### config.mk
export PLATFORM = sky130hd
export DESIGN_NAME = retire_tracer
export DESIGN_NICKNAME = d
export VERILOG_FILES = /design/src/design/trace_pkg.sv /design/src/design/retire_tracer.sv /design/src/design/instr_classify.sv /design/src/design/rvc_decode.sv /design/src/design/rvi_decode.sv /design/src/design/trace_stage.sv
export SDC_FILE = /design/constraint.sdc
export NUM_CORES = 1
export LEC_CHECK = 0
export BUFFER_PORTS_ARGS = -buffer_cell sky130_fd_sc_hd__buf_2
export CAP_MARGIN = 40
export CORE_MARGIN = 2
export CORE_UTILIZATION = 52
export DETAILED_ROUTE_END_ITERATION = 7
export GPL_TIMING_DRIVEN = 0
export PLACE_DENSITY = 0.92
export SLEW_MARGIN = 20
export SYNTH_ARGS = -nofsm -noshare
export SYNTH_HDL_FRONTEND = slang
export SYNTH_SLANG_ARGS = --single-unit
### constraint.sdc
create_clock -name s_clk_i -period 3.2 [get_ports s_clk_i]
set_input_delay 0.64 -clock s_clk_i [delete_from_list [all_inputs] [get_ports s_clk_i]]
set_output_delay 0.64 -clock s_clk_i [all_outputs]
set_load 0.005 [all_outputs]
### src/design/trace_pkg.sv
// ----------------------------------------------------------------------
// RV32 only. The pc and the instruction are both fixed at 32 bits.
// ----------------------------------------------------------------------
package trace_pkg;

    localparam int XLEN   = 32;
    localparam int REG_AW = 5;
    localparam int ILEN   = 32;

    // Major opcodes taken from instruction bits 6 to 2.
    localparam logic [4:0] OPC_LUI    = 5'b01101;
    localparam logic [4:0] OPC_AUIPC  = 5'b00101;
    localparam logic [4:0] OPC_JAL    = 5'b11011;
    localparam logic [4:0] OPC_JALR   = 5'b11001;
    localparam logic [4:0] OPC_BRANCH = 5'b11000;
    localparam logic [4:0] OPC_LOAD   = 5'b00000;
    localparam logic [4:0] OPC_STORE  = 5'b01000;
    localparam logic [4:0] OPC_OPIMM  = 5'b00100;
    localparam logic [4:0] OPC_OP     = 5'b01100;
    localparam logic [4:0] OPC_FENCE  = 5'b00011;
    localparam logic [4:0] OPC_SYSTEM = 5'b11100;

    localparam logic [REG_AW-1:0] REG_RA = 5'd1;
    localparam logic [REG_AW-1:0] REG_SP = 5'd2;

    // Fence and system instructions both report CSR.
    typedef enum logic [3:0] {
        BASE, MEXT, LOAD, STORE, BRANCH, JAL, JALR, CSR
    } itype_e;

    typedef struct packed {
        logic [REG_AW-1:0] rs1;
        logic [REG_AW-1:0] rs2;
        logic              rs1_used;
        logic              rs2_used;
    } source_s;

    typedef struct packed {
        logic [REG_AW-1:0] rd;
        logic              rd_used;
    } dest_s;

    typedef struct packed {
        itype_e  itype;
        source_s source;
        dest_s   dest;
    } instr_info_s;

    typedef struct packed {
        logic [XLEN-1:0] pc;
        logic [ILEN-1:0] instr;
    } retire_s;

    typedef struct packed {
        retire_s     retire;
        instr_info_s info;
        logic        rvc;
    } trace_rec_s;

endpackage
### src/design/retire_tracer.sv
// ----------------------------------------------------------------------
// Two cycles from retire accept to trace output. At most two records
// are held, after which retire_ready_o drops.
// ----------------------------------------------------------------------
`timescale 1ns/1ns

module retire_tracer (
    input  logic                  s_clk_i,
    input  logic                  rst_n_i,
    input  logic                  retire_valid_i,
    output logic                  retire_ready_o,
    input  trace_pkg::retire_s    retire_i,
    output logic                  trace_valid_o,
    input  logic                  trace_ready_i,
    output trace_pkg::trace_rec_s trace_o
);
    import trace_pkg::*;

    logic       mid_valid;
    logic       mid_ready;
    retire_s    mid_data;
    trace_rec_s mid_rec;

    trace_stage #(.payload_t(retire_s)) u_in_stage (
        .s_clk_i     (s_clk_i),
        .rst_n_i     (rst_n_i),
        .in_valid_i  (retire_valid_i),
        .in_ready_o  (retire_ready_o),
        .in_data_i   (retire_i),
        .out_valid_o (mid_valid),
        .out_ready_i (mid_ready),
        .out_data_o  (mid_data)
    );

    instr_classify u_classify (
        .retire_i (mid_data),
        .rec_o    (mid_rec)
    );

    trace_stage #(.payload_t(trace_rec_s)) u_out_stage (
        .s_clk_i     (s_clk_i),
        .rst_n_i     (rst_n_i),
        .in_valid_i  (mid_valid),
        .in_ready_o  (mid_ready),
        .in_data_i   (mid_rec),
        .out_valid_o (trace_valid_o),
        .out_ready_i (trace_ready_i),
        .out_data_o  (trace_o)
    );

endmodule

### src/design/instr_classify.sv
// ----------------------------------------------------------------------
// Purely combinational. The low two instruction bits pick the decoder.
// ----------------------------------------------------------------------
`timescale 1ns/1ns

module instr_classify (
    input  trace_pkg::retire_s    retire_i,
    output trace_pkg::trace_rec_s rec_o
);
    import trace_pkg::*;

    logic        rvc;
    instr_info_s rvi_info;
    instr_info_s rvc_info;

    // Full-width instructions end in 2'b11, anything else is compressed.
    assign rvc = (retire_i.instr[1:0] != 2'b11);

    rvi_decode u_rvi_decode (
        .instr_i (retire_i.instr),
        .info_o  (rvi_info)
    );

    rvc_decode u_rvc_decode (
        .instr_i (retire_i.instr[15:0]),
        .info_o  (rvc_info)
    );

    assign rec_o.retire = retire_i;
    assign rec_o.info   = rvc ? rvc_info : rvi_info;
    assign rec_o.rvc    = rvc;

endmodule

### src/design/rvc_decode.sv
// ----------------------------------------------------------------------
// Expects a 16-bit parcel from quadrants 0 to 2. Quadrant 3 and reserved
// encodings report BASE with no registers.
// ----------------------------------------------------------------------
`timescale 1ns/1ns

module rvc_decode (
    input  logic [15:0]            instr_i,
    output trace_pkg::instr_info_s info_o
);
    import trace_pkg::*;

    logic [2:0]        funct3;
    logic [REG_AW-1:0] rd_full;
    logic [REG_AW-1:0] rs2_full;
    logic [REG_AW-1:0] creg_hi;
    logic [REG_AW-1:0] creg_lo;

    assign funct3   = instr_i[15:13];
    assign rd_full  = instr_i[11:7];
    assign rs2_full = instr_i[6:2];

    // The 3-bit register fields address x8 to x15.
    assign creg_hi = {2'b01, instr_i[9:7]};
    assign creg_lo = {2'b01, instr_i[4:2]};

    always_comb begin
        info_o.itype  = BASE;
        info_o.source = '0;
        info_o.dest   = '0;

        case (instr_i[1:0])
            2'b00: begin
                case (funct3)
                    3'd0: begin
                        info_o.source = {REG_SP, 5'd0, 1'b1, 1'b0};
                        info_o.dest   = {creg_lo, 1'b1};
                    end
                    3'd2: begin
                        info_o.itype  = LOAD;
                        info_o.source = {creg_hi, 5'd0, 1'b1, 1'b0};
                        info_o.dest   = {creg_lo, 1'b1};
                    end
                    3'd6: begin
                        // A store writes no register.
                        info_o.itype  = STORE;
                        info_o.source = {creg_hi, creg_lo, 1'b1, 1'b1};
                    end
                    default: begin
                        info_o.itype = BASE;
                    end
                endcase
            end
            2'b01: begin
                case (funct3)
                    3'd0: begin
                        info_o.source = {rd_full, 5'd0, 1'b1, 1'b0};
                        info_o.dest   = {rd_full, 1'b1};
                    end
                    3'd1: begin
                        info_o.itype = JAL;
                        info_o.dest  = {REG_RA, 1'b1};
                    end
                    3'd2: begin
                        info_o.dest = {rd_full, 1'b1};
                    end
                    3'd3: begin
                        // With rd equal to sp this is addi16sp, otherwise lui.
                        if (rd_full == REG_SP) begin
                            info_o.source = {REG_SP, 5'd0, 1'b1, 1'b0};
                            info_o.dest   = {REG_SP, 1'b1};
                        end else begin
                            info_o.dest = {rd_full, 1'b1};
                        end
                    end
                    3'd4: begin
                        info_o.source = {creg_hi, 5'd0, 1'b1, 1'b0};
                        info_o.dest   = {creg_hi, 1'b1};
                        if (instr_i[11:10] == 2'b11) begin
                            info_o.source.rs2      = creg_lo;
                            info_o.source.rs2_used = 1'b1;
                        end
                    end
                    3'd5: begin
                        info_o.itype = JAL;
                        info_o.dest  = {5'd0, 1'b1};
                    end
                    default: begin
                        info_o.itype  = BRANCH;
                        info_o.source = {creg_hi, 5'd0, 1'b1, 1'b0};
                    end
                endcase
            end
            2'b10: begin
                case (funct3)
                    3'd0: begin
                        info_o.source = {rd_full, 5'd0, 1'b1, 1'b0};
                        info_o.dest   = {rd_full, 1'b1};
                    end
                    3'd2: begin
                        info_o.itype  = LOAD;
                        info_o.source = {REG_SP, 5'd0, 1'b1, 1'b0};
                        info_o.dest   = {rd_full, 1'b1};
                    end
                    3'd4: begin
                        if (instr_i[12] && instr_i[11:2] == '0) begin
                            info_o.itype = CSR;
                        end else if (rs2_full != '0) begin
                            // c.add reads rd as rs1, c.mv does not.
                            info_o.source.rs2      = rs2_full;
                            info_o.source.rs2_used = 1'b1;
                            info_o.dest            = {rd_full, 1'b1};
                            if (instr_i[12]) begin
                                info_o.source.rs1      = rd_full;
                                info_o.source.rs1_used = 1'b1;
                            end
                        end else begin
                            info_o.itype  = JALR;
                            info_o.source = {rd_full, 5'd0, 1'b1, 1'b0};
                            info_o.dest   = {(instr_i[12] ? REG_RA : 5'd0), 1'b1};
                        end
                    end
                    3'd6: begin
                        info_o.itype  = STORE;
                        info_o.source = {REG_SP, rs2_full, 1'b1, 1'b1};
                    end
                    default: begin
                        info_o.itype = BASE;
                    end
                endcase
            end
            default: begin
                info_o.itype = BASE;
            end
        endcase
    end

endmodule

### src/design/rvi_decode.sv
// ----------------------------------------------------------------------
// Classifies by major opcode only. Illegal encodings still get a class,
// and only bit 25 of OP is looked at to tell MEXT from BASE.
// ----------------------------------------------------------------------
`timescale 1ns/1ns

module rvi_decode (
    input  logic [trace_pkg::ILEN-1:0] instr_i,
    output trace_pkg::instr_info_s     info_o
);
    import trace_pkg::*;

    logic [4:0]        opcode;
    logic [REG_AW-1:0] rs1_f;
    logic [REG_AW-1:0] rs2_f;
    logic [REG_AW-1:0] rd_f;

    assign opcode = instr_i[6:2];
    assign rs1_f  = instr_i[19:15];
    assign rs2_f  = instr_i[24:20];
    assign rd_f   = instr_i[11:7];

    always_comb begin
        // Fields that an instruction does not use stay at zero.
        info_o.itype  = BASE;
        info_o.source = '0;
        info_o.dest   = '0;

        case (opcode)
            OPC_LUI, OPC_AUIPC: begin
                info_o.dest = {rd_f, 1'b1};
            end
            OPC_JAL: begin
                info_o.itype = JAL;
                info_o.dest  = {rd_f, 1'b1};
            end
            OPC_JALR: begin
                info_o.itype           = JALR;
                info_o.source.rs1      = rs1_f;
                info_o.source.rs1_used = 1'b1;
                info_o.dest            = {rd_f, 1'b1};
            end
            OPC_BRANCH: begin
                info_o.itype  = BRANCH;
                info_o.source = {rs1_f, rs2_f, 1'b1, 1'b1};
            end
            OPC_LOAD: begin
                info_o.itype           = LOAD;
                info_o.source.rs1      = rs1_f;
                info_o.source.rs1_used = 1'b1;
                info_o.dest            = {rd_f, 1'b1};
            end
            OPC_STORE: begin
                info_o.itype  = STORE;
                info_o.source = {rs1_f, rs2_f, 1'b1, 1'b1};
            end
            OPC_OPIMM: begin
                info_o.source.rs1      = rs1_f;
                info_o.source.rs1_used = 1'b1;
                info_o.dest            = {rd_f, 1'b1};
            end
            OPC_OP: begin
                // Bit 25 marks the multiply and divide group.
                info_o.itype  = instr_i[25] ? MEXT : BASE;
                info_o.source = {rs1_f, rs2_f, 1'b1, 1'b1};
                info_o.dest   = {rd_f, 1'b1};
            end
            OPC_FENCE: begin
                info_o.itype = CSR;
            end
            OPC_SYSTEM: begin
                info_o.itype = CSR;
                // Ecall, ebreak and mret have rd and rs1 both zero.
                if (rd_f != '0 || rs1_f != '0) begin
                    info_o.dest = {rd_f, 1'b1};
                    // Bit 14 selects the immediate forms, which read no register.
                    if (!instr_i[14]) begin
                        info_o.source.rs1      = rs1_f;
                        info_o.source.rs1_used = 1'b1;
                    end
                end
            end
            default: begin
                info_o.itype = BASE;
            end
        endcase
    end

endmodule

### src/design/trace_stage.sv
// ----------------------------------------------------------------------
// One-entry valid/ready slice. in_ready_o depends combinationally on
// out_ready_i, so a chain of slices has a combinational ready path.
// ----------------------------------------------------------------------
`timescale 1ns/1ns

module trace_stage #(
    parameter type payload_t = logic
) (
    input  logic     s_clk_i,
    input  logic     rst_n_i,
    input  logic     in_valid_i,
    output logic     in_ready_o,
    input  payload_t in_data_i,
    output logic     out_valid_o,
    input  logic     out_ready_i,
    output payload_t out_data_o
);

    logic     valid_q;
    payload_t data_q;

    // The slot can take a new item when it is empty or being drained.
    assign in_ready_o = ~valid_q | out_ready_i;

    always_ff @(posedge s_clk_i or negedge rst_n_i) begin
        if (!rst_n_i) begin
            valid_q <= 1'b0;
        end else if (in_ready_o) begin
            valid_q <= in_valid_i;
        end
    end

    always_ff @(posedge s_clk_i) begin
        if (in_valid_i && in_ready_o) begin
            data_q <= in_data_i;
        end
    end

    assign out_valid_o = valid_q;
    assign out_data_o  = data_q;

endmodule

==> results.ini <==
[outcome]
status=finished clean

[floorplan]
floorplan.io_pins=157
start_util_pct=53.89
total_die_area_mm2=0.01164
rows=37
area_of_the_placeable_core_mm2=0.01042
die_h_um=107.9
floorplan.die.width_um=107.9

[global_routing]
use_met2_pct=36.75
globalRouteOverflowTotal=0
initial_antenna_violation_count=0
groute.layer.met1.usage_pct=25.80
top_usage_layer=met2
vias_in_the_first_global_route=3628
grtUsageTotal_pct=22.06
use_met3_pct=9.080
global_route_wire_length_before_repair_um=18510
maximum_number_of_pins_on_one_net_before_global_route_repair=51

[critical_path]
r2r.worst_path.cells=5
worst_setup_path_end_kind=flop
worst-endpoint-arrival_ps=2650
r2r_end=u_out_stage.out_data_o[16]
worstPathCellList=nor4_1 > nand3_1 > mux2i_1 > o21ai_0 > a22o_1
required_ps=3480
critPathLaunchType=flop
slowest_delay_ps=530
path_class=reg2reg
rrSetupSlack_ps=830
timing.critical_path.fanout_max=8
path_buf_inv=0
critPathTopFamily=simple AND/OR/NAND/NOR gates
timing.critical_path.slowest_stage_cell=edfxtp_1
crit-reg2reg-launch=u_in_stage.out_data_o[7]

[power_and_ir_drop]
cellPowerDensity_mw_per_mm2=649.0
cellLeakagePower_nw=2.774
power.ir.vdd_worst_uv=725.3
report.power.total_w=0.004652

[timing]
timing_hold_violations_final=0
finClkSkew_ps=7.592
clock.fmax_mhz=422.2
final_setup_vio_count=0
grt_setup_unrepaired=false
timing.setup.tns_ps=0
slew_violations=0
finalWorstSetupSlack_ps=831.7
post-route-period-util_pct=74.01
relSlewSlack_pct=50.99
shortest_clock_period_the_worst_path_allows_after_layout_ps=2368
tightest_slew_ps=730.8

[synth]
yosysMostFrequentCell=edfxtp_1
synth.largest_area_cell=edfxtp_1
yosys-mux-area-fraction_pct=0.5350
syn-num-nets=399
synth_top_family_by_area=compound AO/OA/AOI/OAI gates
synth_top_cells_by_count=150 x edfxtp_1, 23 x nor2_1, 17 x o21ai_0, 14 x nand2_1, 11 x inv_1
synthesized_flop_and_latch_total=152
synth_compound_area_share_pct=8.872
yosys_warnings=0
synth.top_cells.by_area=edfxtp_1 80%, nor2_1 1.5%, o21ai_0 1.5%, a22o_1 1.1%, nand2_1 0.94%
synth-seq-area-share_pct=81.14
synth-async-reset-ratio_pct=1.316
postSynth.topFlopCell=edfxtp_1
postSynthAreaPerCell_um2=16.96
synth-xor-area-share_pct=0.1560
yosysTopAreaCellShare_pct=80.25
mappedNetlistArea_mm2=0.005613
synth_adder_area_share_pct=0
count_of_flip_flops_with_a_built_in_enable_after_synthesis=150
synth_simple_gate_area_share_pct=7.312
post_synth_num_cell_types=53
synth_cells=331

[clock_tree]
clockRootBuffer=clkbuf_8
cts_repair_resize_count=0
clk_transition_reported_paths_ps=70
clk_latency_ps=530
cts_htree_levels=4
tritoncts=done
clkSinkCount=152
tritoncts.num_buffers=17
cts-root-to-sink-buffers=2

[final_layout]
postLayoutCellArea_mm2=0.007167
layout_nets=576
insertedDiodeCount=0
syn2layout_area_growth_pct=27.69
fillers=715
final_layout_size_suffix_gt1_share_pct=38.58

[worst_hold_path]
hold_path_class=in2reg
instance_count_along_the_most_critical_hold_path=1
hold_end=u_in_stage.out_data_o[26]
hp-start=retire_i[26]

[run]
cap_violations=0

[route]
drc=0
routed_wl_um=12370
antenna_violating_nets_post_route=0
drtPass1Iterations=7
dr.first_iter.drc_count=205
route.detailed.wl_per_inst_um=18.83
vias_per_cell=5.493
vias=3609

[placement]
gp_congestion=0.9186
port_buffers=155
preCtsSetupSlack_ps=937.1
place.detailed.hpwl_um=8635
placed_cell_area_mm2=0.006604

==> power by group <==
group	total [W]	internal [W]	switching (W)
sequential	0.00242	0.00237	0.0000522
clock	0.00188	0.00105	0.000830
combinational	0.000355	0.000143	0.000213
==> flip-flops by register name, summed over array words and instances, names as in the netlist <==
signal / cells
u_out_stage.out_data_o: 86
u_in_stage.out_data_o: 64
u_in_stage.out_valid_o: 1
u_out_stage.out_valid_o: 1
==> worst register-to-register path, stage by stage, from the launching register on <==
cell and delay (ps):
edfxtp_1 530, nor4_1 510, nand3_1 230, mux2i_1 450, o21ai_0 190, a22o_1 220
==> cells by family (layout without fill, tap and decap cells) <==
kind of cell	count (synthesis)	in the layout
XOR/XNOR	1	1
buffers and inverters	26	216
AND/OR/NAND/NOR	78	78
flip-flops	152	152
AO/OA/AOI/OAI	70	70
other	1	1
multiplexers	3	3
==> how the worst max path moves through the flow <==
stage,from,endpoint,cells after the start
finish,u_in_stage.out_data_o[7],u_out_stage.out_data_o[16],5
global route,u_in_stage.out_data_o[14],u_out_stage.out_data_o[15],5
CTS,u_in_stage.out_data_o[7],u_out_stage.out_data_o[14],5
detailed placement,u_in_stage.out_data_o[7],u_out_stage.out_data_o[16],5
global placement,trace_ready_i,u_in_stage.out_data_o[7],3
floorplan,trace_ready_i,u_in_stage.out_data_o[0],2
==> cells in the final DEF (no fill, tap or decap), drive strengths merged, types with 6 or more instances in the layout <==
master,count
and2,6
nand3,6
nand2,14
nor2,24
buf,163
a22o,7
clkbuf,26
inv,19
edfxtp,150
o21ai,17
a21oi,9
==> metal layers <==
| layer | vias up | wire length [um] |
|---|---|---|
| li1 | 1653 | - |
| met1 | 1708 | 4533 |
| met2 | 224 | 6290 |
| met3 | 24 | 1334 |
| met4 | 0 | 214 |
| met5 | - | 0 |
==> stage by stage <==
step | hold slack (ps) | util (%) | instances
global route | 263.8 | 68.80 | 657
floorplan | 344.4 | - | 331
CTS | 260.5 | 68.80 | 657
global placement | 400.1 | 62.98 | 622
finish | 284.6 | 68.80 | 657
detailed placement | 404.5 | 63.40 | 624
==> cell type report <==
type	instances	area, um^2	share of cell area [%]
plain buffers	15	66.31	0.9253
clock buffers	17	414.1	5.779
clock inverters	15	138.9	1.938
inverters	11	41.29	0.5761
multi-input cells	153	955.9	13.34
flip-flops and latches	152	4554	63.55
well taps	136	170.2	2.374
repair buffers	158	825.8	11.52
==> timing repair <==
| item | 4_1_cts | 5_1_grt |
|---|---|---|
| endpoints found under the hold margin | 2 | 0 |
| buffers inserted | 0 | 0 |
| hold buffers | 1 | 0 |
(Power assumes the default switching activity.)
